**src/hw/spk_out_pkg.sv**
```systemverilog
`default_nettype none

package spk_out_pkg;

    // flit layout {type, route, payload}
    localparam int FLIT_W      = 59;
    localparam int TYPE_W      = 3;
    localparam int ROUTE_W     = 21;
    localparam int TYPE_MSB    = 58;
    localparam int ROUTE_MSB   = 55;
    localparam int ROUTE_LSB   = 35;
    localparam int NEURON_ID_W = 24;

    // route entry is {x, y, r2, r1, cont}, cont sits in bit 0
    localparam int CONT_BIT = 0;

    // destination table
    localparam int DST_ADDR_W = 4;
    localparam int DST_DEPTH  = 16;

    // output queue
    localparam int FIFO_ADDR_W = 4;
    localparam int FIFO_DEPTH  = 16;
    localparam int FIFO_AFULL  = 15;

    // router buffer credits
    localparam int CREDIT_W   = 4;
    localparam int CREDIT_MAX = 15;

    typedef logic [FLIT_W-1:0]      flit_t;
    typedef logic [TYPE_W-1:0]      flit_type_t;
    typedef logic [ROUTE_W-1:0]     route_t;
    typedef logic [NEURON_ID_W-1:0] neuron_id_t;
    typedef logic [DST_ADDR_W-1:0]  dst_addr_t;
    typedef logic [FIFO_ADDR_W-1:0] fifo_addr_t;
    typedef logic [CREDIT_W-1:0]    credit_t;

    // flit types
    localparam flit_type_t SPIKE    = 3'b000;
    localparam flit_type_t DATA     = 3'b001;
    localparam flit_type_t DATA_END = 3'b010;
    localparam flit_type_t WRITE    = 3'b110;
    localparam flit_type_t READ     = 3'b111;

    // sender FSM
    typedef enum logic [1:0] {
        S_IDLE,
        S_WAIT,
        S_SEND
    } send_state_t;

endpackage

`default_nettype wire

```
**src/hw/dst_ram.sv**
```systemverilog
`timescale 1ns/1ns
`default_nettype none

module dst_ram (
    input  wire                   clk,
    input  wire                   wr_en,
    input  spk_out_pkg::dst_addr_t wr_addr,
    input  spk_out_pkg::route_t    wr_data,
    input  wire                   rd_en,
    input  spk_out_pkg::dst_addr_t rd_addr,
    output spk_out_pkg::route_t    rd_data
);

    import spk_out_pkg::*;

    route_t mem [DST_DEPTH];

    // table is loaded by the node controller before use
    always_ff @(posedge clk) begin
        if (wr_en) begin
            mem[wr_addr] <= wr_data;
        end
    end

    // registered read, holds the last entry between reads
    always_ff @(posedge clk) begin
        if (rd_en) begin
            rd_data <= mem[rd_addr];
        end
    end

endmodule

`default_nettype wire

```
**src/hw/data_fifo.sv**
```systemverilog
`timescale 1ns/1ns
`default_nettype none

module data_fifo (
    input  wire                 clk,
    input  wire                 rst_n,
    input  wire                 wr_en,
    input  wire                 rd_en,
    input  spk_out_pkg::flit_t  din,
    output spk_out_pkg::flit_t  dout,
    output logic                almost_full,
    output logic                empty
);

    import spk_out_pkg::*;

    flit_t                  mem [FIFO_DEPTH];
    fifo_addr_t             wr_ptr;
    fifo_addr_t             rd_ptr;
    logic [FIFO_ADDR_W:0]   count;
    logic                   full;
    logic                   do_wr;
    logic                   do_rd;

    assign full        = (count == FIFO_DEPTH);
    assign empty       = (count == '0);
    assign almost_full = (count >= FIFO_AFULL);

    // drop pushes when full, ignore pops when empty
    assign do_wr = wr_en && !full;
    assign do_rd = rd_en && !empty;

    always_ff @(posedge clk) begin
        if (do_wr) begin
            mem[wr_ptr] <= din;
        end
    end

    always_ff @(posedge clk) begin
        if (do_rd) begin
            dout <= mem[rd_ptr];
        end
    end

    always_ff @(posedge clk or negedge rst_n) begin
        if (!rst_n) begin
            wr_ptr <= '0;
            rd_ptr <= '0;
            count  <= '0;
        end else begin
            if (do_wr) begin
                wr_ptr <= wr_ptr + 1'b1;
            end
            if (do_rd) begin
                rd_ptr <= rd_ptr + 1'b1;
            end
            // simultaneous push and pop keeps the count
            if (do_wr && !do_rd) begin
                count <= count + 1'b1;
            end else if (do_rd && !do_wr) begin
                count <= count - 1'b1;
            end
        end
    end

endmodule

`default_nettype wire

```
**src/hw/spike_ingress.sv**
```systemverilog
`timescale 1ns/1ns
`default_nettype none

module spike_ingress (
    input  wire                     clk,
    input  wire                     rst_n,
    input  wire                     soma_fire,
    input  spk_out_pkg::neuron_id_t neuron_id,
    input  wire                     config_we,
    input  spk_out_pkg::flit_t      config_flit,
    output logic                    config_full,
    input  wire                     pop,
    output spk_out_pkg::flit_t      pop_data,
    output logic                    empty
);

    import spk_out_pkg::*;

    logic  push;
    flit_t push_data;
    flit_t spike_flit;

    // spike flit carries no route yet, the sender fills it in
    always_comb begin
        spike_flit                        = '0;
        spike_flit[TYPE_MSB:ROUTE_MSB+1]  = SPIKE;
        spike_flit[NEURON_ID_W-1:0]       = neuron_id;
    end

    // spike wins over a config write in the same cycle
    assign push      = soma_fire || config_we;
    assign push_data = soma_fire ? spike_flit : config_flit;

    data_fifo i_data_fifo (
        .clk         (clk),
        .rst_n       (rst_n),
        .wr_en       (push),
        .rd_en       (pop),
        .din         (push_data),
        .dout        (pop_data),
        .almost_full (config_full),
        .empty       (empty)
    );

endmodule

`default_nettype wire

```
**src/hw/flit_sender.sv**
```systemverilog
`timescale 1ns/1ns
`default_nettype none

module flit_sender (
    input  wire                     clk,
    input  wire                     rst_n,
    output logic                    pop,
    input  spk_out_pkg::flit_t      pop_data,
    input  wire                     empty,
    input  wire                     credit_in,
    output logic                    flit_out_wr,
    output spk_out_pkg::flit_t      flit_out,
    input  wire                     dst_we,
    input  spk_out_pkg::dst_addr_t  dst_waddr,
    input  spk_out_pkg::route_t     dst_wdata,
    input  wire                     dst_re,
    input  spk_out_pkg::dst_addr_t  dst_raddr,
    output spk_out_pkg::route_t     dst_rdata
);

    import spk_out_pkg::*;

    send_state_t state;
    send_state_t state_nxt;
    credit_t     credit;
    dst_addr_t   dst_addr;
    dst_addr_t   tbl_raddr;
    logic        tbl_re;
    logic        more_dst;
    logic        can_send;
    flit_type_t  out_type;
    flit_type_t  in_type;

    assign out_type = flit_out[TYPE_MSB:ROUTE_MSB+1];
    assign in_type  = pop_data[TYPE_MSB:ROUTE_MSB+1];

    // the route in flit_out still holds the continue flag of the entry
    // READ flits are never multicast
    assign more_dst = (out_type != READ) && flit_out[ROUTE_LSB+CONT_BIT];
    assign can_send = (credit != '0);

    assign flit_out_wr = (state == S_SEND);

    always_comb begin
        state_nxt = state;
        pop       = 1'b0;
        tbl_re    = 1'b0;
        tbl_raddr = '0;
        case (state)
            S_IDLE: begin
                if (!empty) begin
                    pop       = 1'b1;
                    tbl_re    = 1'b1;
                    state_nxt = S_WAIT;
                end
            end
            S_WAIT: begin
                if (can_send) begin
                    state_nxt = S_SEND;
                end
            end
            S_SEND: begin
                if (more_dst) begin
                    // next copy of the same flit
                    tbl_re    = 1'b1;
                    tbl_raddr = dst_addr + 1'b1;
                    state_nxt = S_WAIT;
                end else if (!empty) begin
                    pop       = 1'b1;
                    tbl_re    = 1'b1;
                    state_nxt = S_WAIT;
                end else begin
                    state_nxt = S_IDLE;
                end
            end
            default: begin
                state_nxt = S_IDLE;
            end
        endcase
    end

    always_ff @(posedge clk or negedge rst_n) begin
        if (!rst_n) begin
            state    <= S_IDLE;
            dst_addr <= '0;
        end else begin
            state <= state_nxt;
            // walk forward on multicast, back to entry 0 otherwise
            if (tbl_re || flit_out_wr) begin
                dst_addr <= tbl_raddr;
            end
        end
    end

    // merge type, table route and payload
    always_ff @(posedge clk or negedge rst_n) begin
        if (!rst_n) begin
            flit_out <= '0;
        end else if ((state == S_WAIT) && can_send) begin
            if (in_type == READ) begin
                flit_out <= pop_data;
            end else begin
                flit_out <= {in_type, dst_rdata, pop_data[ROUTE_LSB-1:0]};
            end
        end
    end

    // one credit per flit sent, one back per freed router slot
    always_ff @(posedge clk or negedge rst_n) begin
        if (!rst_n) begin
            credit <= credit_t'(CREDIT_MAX);
        end else begin
            case ({credit_in, flit_out_wr})
                2'b10:   credit <= credit + 1'b1;
                2'b01:   credit <= credit - 1'b1;
                default: credit <= credit;
            endcase
        end
    end

    // sender reads take the shared port first
    dst_ram i_dst_ram (
        .clk     (clk),
        .wr_en   (dst_we),
        .wr_addr (dst_waddr),
        .wr_data (dst_wdata),
        .rd_en   (tbl_re || dst_re),
        .rd_addr (tbl_re ? tbl_raddr : dst_raddr),
        .rd_data (dst_rdata)
    );

endmodule

`default_nettype wire

```
**src/hw/spk_out.sv**
```systemverilog
`timescale 1ns/1ns
`default_nettype none

module spk_out (
    input  wire                     clk,
    input  wire                     rst_n,
    // soma and node controller
    input  wire                     soma_fire,
    input  spk_out_pkg::neuron_id_t neuron_id,
    input  wire                     config_we,
    input  spk_out_pkg::flit_t      config_flit,
    output logic                    config_full,
    // router
    input  wire                     credit_in,
    output logic                    flit_out_wr,
    output spk_out_pkg::flit_t      flit_out,
    // destination table access
    input  wire                     dst_we,
    input  spk_out_pkg::dst_addr_t  dst_waddr,
    input  spk_out_pkg::route_t     dst_wdata,
    input  wire                     dst_re,
    input  spk_out_pkg::dst_addr_t  dst_raddr,
    output spk_out_pkg::route_t     dst_rdata
);

    import spk_out_pkg::*;

    logic  pop;
    flit_t pop_data;
    logic  empty;

    spike_ingress i_spike_ingress (
        .clk         (clk),
        .rst_n       (rst_n),
        .soma_fire   (soma_fire),
        .neuron_id   (neuron_id),
        .config_we   (config_we),
        .config_flit (config_flit),
        .config_full (config_full),
        .pop         (pop),
        .pop_data    (pop_data),
        .empty       (empty)
    );

    flit_sender i_flit_sender (
        .clk         (clk),
        .rst_n       (rst_n),
        .pop         (pop),
        .pop_data    (pop_data),
        .empty       (empty),
        .credit_in   (credit_in),
        .flit_out_wr (flit_out_wr),
        .flit_out    (flit_out),
        .dst_we      (dst_we),
        .dst_waddr   (dst_waddr),
        .dst_wdata   (dst_wdata),
        .dst_re      (dst_re),
        .dst_raddr   (dst_raddr),
        .dst_rdata   (dst_rdata)
    );

endmodule

`default_nettype wire

```
**config.mk**
```make
export PLATFORM = sky130hd
export DESIGN_NAME = spk_out
export DESIGN_NICKNAME = d
export VERILOG_FILES = /design/src/hw/spk_out_pkg.sv /design/src/hw/dst_ram.sv /design/src/hw/data_fifo.sv /design/src/hw/spike_ingress.sv /design/src/hw/flit_sender.sv /design/src/hw/spk_out.sv
export SDC_FILE = /design/constraint.sdc
export NUM_CORES = 1
export LEC_CHECK = 0
export ABC_AREA = 1
export BUFFER_PORTS_ARGS = -buffer_cell sky130_fd_sc_hd__buf_2
export CAP_MARGIN = 20
export CORE_ASPECT_RATIO = 1.2
export CORE_UTILIZATION = 56
export DETAILED_ROUTE_END_ITERATION = 12
export PLACE_DENSITY = 0.76
export RECOVER_POWER = 25
export SLEW_MARGIN = 20
export SYNTH_ARGS = -nofsm -noshare
export SYNTH_HDL_FRONTEND = slang
export SYNTH_SLANG_ARGS = --single-unit
export TNS_END_PERCENT = 1
```
**constraint.sdc**
```tcl
create_clock -name clk -period 5.9 [get_ports clk]
set_input_delay 0.59 -clock clk [delete_from_list [all_inputs] [get_ports clk]]
set_output_delay 0.59 -clock clk [all_outputs]
set_load 0.03 [all_outputs]
```
Word level (Yosys, flattened, before mapping)
Memory sizes are Yosys's and may differ from the RTL's. A register that Yosys moved wholly into a read port is not among the register bits. Cells that the tools add are included.

Magnitude comparators: 1. Equality and inequality tests: 9. Muxes and demuxes: 22. $add $sub $neg: 7. Reductions and logical operators: 19.

Operators with widths (number): $mux 59 (1); $mux 56 (1); $add 4x1->4 const B (4); $mux 4 (3); $mux 5 (2); $mux 1 (8); $pmux 4 s2 (1); $logic_and 1x1->1 (6); $mux 2 (3); $pmux 2 s3 (1); $add 5x1->5 const B (1); $eq 5x5->1 const B (1); $ge 5x4->1 const B (1); $logic_not 5->1 (1); $sub 5x1->5 const B (1); $eq 2x1->1 const B (2); $eq 2x2->1 const B (2); $logic_not 1->1 (4); $pmux 1 s2 (2); $reduce_bool 2->1 (2); $reduce_bool 4->1 (1); $sub 4x1->4 const B (1); $eq 3x3->1 const B (1); $logic_or 1x1->1 (3); 5 further kinds (5).

Flip-flop bits (word level): 82. Output and inout bits: 82. Memories kept: 2. Memory bits (writable): 1280. Word-level logic and storage cells: 67.

Memories: i_spike_ingress.i_data_fifo.mem (depth 16, bits a word 59, rd ports 1, clocked after Yosys merged registers in 1, wr ports 1, RTL line data_fifo.sv:17) `flit_t mem [FIFO_DEPTH];`; i_flit_sender.i_dst_ram.mem (depth 16, bits a word 21, rd ports 1, clocked after Yosys merged registers in 1, wr ports 1, RTL line dst_ram.sv:16) `route_t mem [DST_DEPTH];`.

Depth between registers and ports, before layout
Depth after elaboration: 8. Depth in mapped cells: 14. Gate-level depth less buffers: 14.

By module
Synthesis repeated with hierarchy kept, for this count alone.

Cell total of the unflattened synthesis: 5793. Area, all modules: 60803.3 µm².

By module, submodules not included: data_fifo (area each 41886.4 µm², instances 1, cells each 3849); dst_ram (area each 15134.5 µm², instances 1, cells each 1401); flit_sender (area each 3169.3 µm², instances 1, cells each 390); spike_ingress (area each 613.1 µm², instances 1, cells each 153).

Worst setup path before layout
OpenSTA, ideal clock, no wires.

Path type: reg2reg. From: register i_flit_sender.flit_out[57]. To: register i_spike_ingress.i_data_fifo.count[4]. Library setup time: 0.125 ns. Data arrival time: 5.599 ns. Setup slack: 0.176 ns. Data required time: 5.775 ns. Path buffers: 0. Stages on the path, launching flop included: 13. Cell sequence: dfrtp_1 nand3_1 a31oi_1 inv_1 ha_1 inv_1 ha_1 a21o_1 a21oi_1 nand2_1 nand2_1 nor2_1 xor2_1.

Word-level cells in the longest chain between the ends: 8.

Ends and longest elaborated chain: start, declared (RTL line flit_sender.sv:12) `output spk_out_pkg::flit_t flit_out,`; start signal, assigned (RTL line flit_sender.sv:101) `flit_out <= pop_data;`; start signal, assigned (RTL line flit_sender.sv:103) `flit_out <= {in_type, dst_rdata, pop_data[ROUTE_LSB-1:0]};`; $ne 3x3->1 * (RTL line flit_sender.sv:39) `assign more_dst = (out_type != READ) && flit_out[ROUTE_LSB+CONT_BIT];`; $logic_and 1x1->1 * (RTL line flit_sender.sv:39); $mux 1 * (RTL line flit_sender.sv:63) `if (more_dst) begin`; $pmux 1 s2 * (RTL line flit_sender.sv:49) `case (state)`; $logic_and 1x1->1 * (RTL line data_fifo.sv:31) `assign do_rd = rd_en && !empty;`; named net i_spike_ingress.i_data_fifo.do_rd (RTL line data_fifo.sv:23) `logic do_rd;`; $logic_not 1->1 (RTL line data_fifo.sv:58) `if (do_wr && !do_rd) begin`; $logic_and 1x1->1 (RTL line data_fifo.sv:58); $mux 5 / $reduce_bool 2->1 (equally long branches); end signal, assigned (RTL line data_fifo.sv:59) `count <= count + 1'b1;`; end signal, assigned (RTL line data_fifo.sv:61) `count <= count - 1'b1;`; end, declared (RTL line data_fifo.sv:20) `logic [FIFO_ADDR_W:0] count;`.

Mark *: on every way through the listed nets, which the timed path passes. The rest lies on a longest branch. A chain may end at the register's enable or synchronous reset.

Worst setup path in the final report
From: input soma_fire. To: memory i_spike_ingress.i_data_fifo.mem[5][40] (netlist bit) (enable).

Word-level cells in the longest chain between the ends: 4.

Ends and longest elaborated chain: start, declared (RTL line spk_out.sv:8) `input wire soma_fire,`; $logic_or 1x1->1 (RTL line spike_ingress.sv:31) `assign push = soma_fire || config_we;`; $logic_and 1x1->1 (RTL line data_fifo.sv:30) `assign do_wr = wr_en && !full;`; named net i_spike_ingress.i_data_fifo.do_wr (RTL line data_fifo.sv:22) `logic do_wr;`; $mux 1 (RTL line data_fifo.sv:34) `if (do_wr) begin`; $mux 1 (implied by the code) (RTL line data_fifo.sv:35) `mem[wr_ptr] <= din;`; end, declared (RTL line data_fifo.sv:17).

The timed path passes the listed nets, and every way through them passes these cells.

==> run_results.csv <==
group,metric,value,unit
status,outcome,"finished with violations",
status,violations,"capacitance limit, slew limit",
synth,synthSimpleGateAreaFrac,11.0,%
synth,syn_area,57800,um^2
synth,synth-compound-area-share,6.89,%
finish,final_nets,4547,
synth,ys_types,39,
power,internal_power,21100,uW
hold_path,min_path_cells,3,
synth,ys_warn_count,0,
sta,final_hold_viol_count,0,
worst_setup_path,critical_path.startpoint_type,"input port",
grt,antenna_found_initial,7,
clocking,cts_resized,0,
synth,avgSynthCellArea,13.5,um^2
worst_setup_path,crit_path_end_kind,"register",
synth,yosys_register_bits,1442,
placement,dp.final_hpwl,73200,um
synth,synth_fa_ha_area_share,0.351,%
worst_setup_path,critical-path-slowest-cell,"clkbuf_1",
clocking,cts_max_path_buffers,3,
worst_setup_path,critPathArrivalTime,4.46,ns
sta,relSlewSlack,-35.4,%
worst_setup_path,r2r_start,"i_flit_sender.flit_out[58]",
synth,synth.mux.area_fraction,3.64,%
synth,syn_inst,4288,
worst_setup_path,crit_path_cell_trace,"clkbuf_1, o21ai_0, clkinv_1, nand2_1, nor2_4, buf_4",
finish,synthToLayoutAreaGrowth,12.2,%
clocking,cts_made_buffers,135,
routing,ant_nets,0,
synth,synthTopCellsByCount,"1360 x edfxtp_1, 572 x nand2_1, 454 x nand3_1",
floorplanning,dieArea,104000,um^2
synth,synth_xor_area_share,0.182,%
routing,wire_per_inst,24.3,um
synth,syn_nets,4422,
placement,port_buffers,200,
sta,finalSetupTns,0,ns
synth,synth_top_family_by_area,"simple AND/OR/NAND/NOR gates",
finish,drive_above_1_share,11.5,%
hold_path,holdPathEnd,"i_spike_ingress.i_data_fifo.wr_ptr[0]",
synth,yosysTopAreaCellShare,70.7,%
clocking,cts-root-buf,"clkbuf_16",
clocking,cts_sinks,1442,
sta,skew,0.0275,ns
sta,rsz0062_at_grt,"no",
synth,synth_edf_count,1360,
worst_setup_path,path_class,"in -> reg",
power,peakVddDrop,512,uV
power,leakage,0.0235,uW
synth,synth_top_area_cell,"edfxtp_1",
worst_setup_path,regToRegSetupSlack,2.42,ns
worst_setup_path,crit_family,"buffers and inverters",
routing,drt_iter0_drc,3699,
worst_setup_path,path_buf_inv,3,
power,p_comb_share,29.8,%
grt,grt-ovfl-total,0,
power,power_frac_seq,42.8,%
clocking,clock_latency,0.75,ns
clocking,cts_tree,"yes",
floorplanning,core_area,102000,um^2
floorplanning,start_util,56.7,%
sta,fmax,245,MHz
synth,yosys_most_used_dff,"edfxtp_1",
run,maxCapViolCount,3,
routing,remaining_drc_errors,0,
clocking,htreeDepth,4,
sta,fin_crit_sh,69.0,%
power,clkPwrFrac,27.3,%
power,power_per_cell_area,505,nW/um^2
synth,yosysMostFrequentCell,"edfxtp_1",
floorplanning,fp.dieH,354,um
synth,synth_area_leaders,"edfxtp_1 71%, nand3_1 3.9%, nand2_1 3.7%, dfrtp_1 3.4%, mux2i_1 3.2%",
worst_setup_path,required,6.29,ns
power,finalPower,32700,uW
sta,report.final.slew_viol_count,74,
power,p_sw,11600,uW
sta,worstMarginPinSlew,2.03,ns
grt,grt_max_degree,197,
worst_setup_path,reg2regPathDepth,11,
sta,period_needed,4.07,ns
worst_setup_path,timing.rr.end,"i_flit_sender.i_dst_ram.rd_data[9]",
power,sw_frac_of_total,35.5,%
routing,drt_wl_total,143000,um
grt,grt_pass1_wl,212000,um
worst_setup_path,crit_fanout,26,
floorplanning,die_w,295,um
sta,setup_violations,0,
floorplanning,io_pins,201,
placement,gp_congestion,0.816,
hold_path,min-delay-start,"config_we",
routing,drt_pass1_iterations,5,
floorplanning,fp-row-count,128,
worst_setup_path,critPathMaxStageDelay,1.41,ns
clocking,clk_pin_slew_worst_paths,0.06,ns
routing,num_vias,36000,
hold_path,hold_path_class,"in -> reg",
synth,synth-async-reset-ratio,5.69,%
synth,yosysSeqAreaShare,74.2,%
grt,grt_pass1_vias,35300,
grt,track_usage,27.3,%
routing,avgViaCountPerCell,6.12,
## per-layer routing
| metal | track usage, % | part of all wire [%] | vias to the layer above |
|---|---|---|---|
| met5 | 0 | 0.041 | - |
| li1 | - | - | 16000 |
| met1 | 35.0 | 37 | 17800 |
| met2 | 46.3 | 50 | 1862 |
| met4 | 11.6 | 3.9 | 8 |
| met3 | 4.34 | 8.4 | 366 |
## worst max path at each step
stage,slack (ns),depth (start not counted),start,to
finish,1.83,6,soma_fire,i_spike_ingress.i_data_fifo.mem[5][40]
global route,1.69,6,soma_fire,i_spike_ingress.i_data_fifo.mem[5][40]
CTS,2.47,11,i_flit_sender.flit_out[58],i_flit_sender.i_dst_ram.rd_data[9]
detailed placement,2.47,6,soma_fire,i_spike_ingress.i_data_fifo.mem[5][45]
global placement,2.56,11,i_flit_sender.flit_out[57],i_flit_sender.i_dst_ram.rd_data[9]
floorplan,0.18,12,i_flit_sender.flit_out[57],i_spike_ingress.i_data_fifo.count[4]
## logic make-up after synthesis
logic type                 count (synthesis)
buffers and inverters                    523
AOI/OAI and AO/OA                        586
xor gates and xnor gates                  12
adders and majority gates                 15
and+or+nand+nor                         1503
DFF                                     1442
muxes                                    207
## metrics by stage
step / cell area (um^2) / setup slack (ns) / hold WS, ns / cells / util (%)
floorplan: 57800 / 0.176 / 0.294 / 4288 / -
global placement: 60200 / 2.56 / 0.427 / 5639 / 59.1
detailed placement: 60200 / 2.47 / 0.426 / 5640 / 59.1
CTS: 64800 / 2.47 / 0.185 / 5887 / 63.7
global route: 64800 / 1.69 / 0.353 / 5889 / 63.6
finish: 64800 / 1.83 / 0.343 / 5890 / 63.6
## worst register-to-register path, cell delays in order (launching register included)
cell and delay, ns:
dfrtp_1 0.40, nand3_1 0.24, nand3_4 0.17, inv_2 0.12, nand2_4 0.50, nand2_4 0.64, buf_4 0.59, nand2_1 0.20
nand3_1 0.11, nand3_1 0.09, nand3_1 0.11, nand2_1 0.05
## final cells by class
class | instances | area (um^2)
Sequential cell | 1442 | 42900
Fill cell | 7190 | 37000
Multi-Input combinational cell | 2323 | 12900
Clock buffer | 182 | 3790
Timing Repair Buffer | 275 | 1760
Tap cell | 1365 | 1710
Inverter | 236 | 897
Clock inverter | 64 | 822
Antenna cell | 3 | 7.51
## power by group through the flow
stage	Clock [uW]	Sequential, uW	Combinational, uW
6_report	8940	14000	9760
5_1_grt	9400	14100	10600
4_1_cts	9010	14000	9720
3_5_place_dp	0	14200	9650
3_3_place_gp	0	14200	9410
2_1_floorplan	0	14400	6220
## placed cells by master (no fill, tap or decap), drive strengths merged
master / netlist / routed
nor2: 444 / 444
bufinv: 0 / 14
a21oi: 46 / 46
or2: 2 / 2
a31oi: 2 / 2
o21ai: 245 / 245
clkinv: 3 / 39
a211oi: 1 / 1
nand2: 576 / 576
o31ai: 1 / 1
clkinvlp: 0 / 6
mux2i: 183 / 183
edfxtp: 1360 / 1360
buf: 130 / 249
nand3: 456 / 456
inv: 233 / 241
dfstp: 4 / 4
o211ai: 53 / 53
a31o: 1 / 1
clkbuf: 157 / 207
a21o: 1 / 1
o221ai: 183 / 183
dlygate4sd3: 0 / 1
fa: 2 / 2
dfrtp: 78 / 78
xnor2: 3 / 3
mux2: 24 / 24
xor2: 9 / 9
diode: 0 / 3
o32ai: 53 / 53
ha: 13 / 13
nand4: 25 / 25
## registers in the layout (all words and copies together), names as in the netlist
signal / cells
i_spike_ingress.i_data_fifo.rd_ptr: 4
i_spike_ingress.i_data_fifo.count: 5
i_flit_sender.state: 2
i_spike_ingress.i_data_fifo.dout: 59
i_spike_ingress.i_data_fifo.wr_ptr: 4
i_flit_sender.i_dst_ram.rd_data: 21
i_flit_sender.i_dst_ram.mem: 336
i_flit_sender.dst_addr: 4
i_flit_sender.flit_out: 59
i_spike_ingress.i_data_fifo.mem: 944
i_flit_sender.credit: 4
## timing repair
item,4_1_cts,5_1_grt
hold buffers,1,0
endpoints found under the hold margin,19,0
setup buffers,0,0
Power figures use the tool's default switching activity.
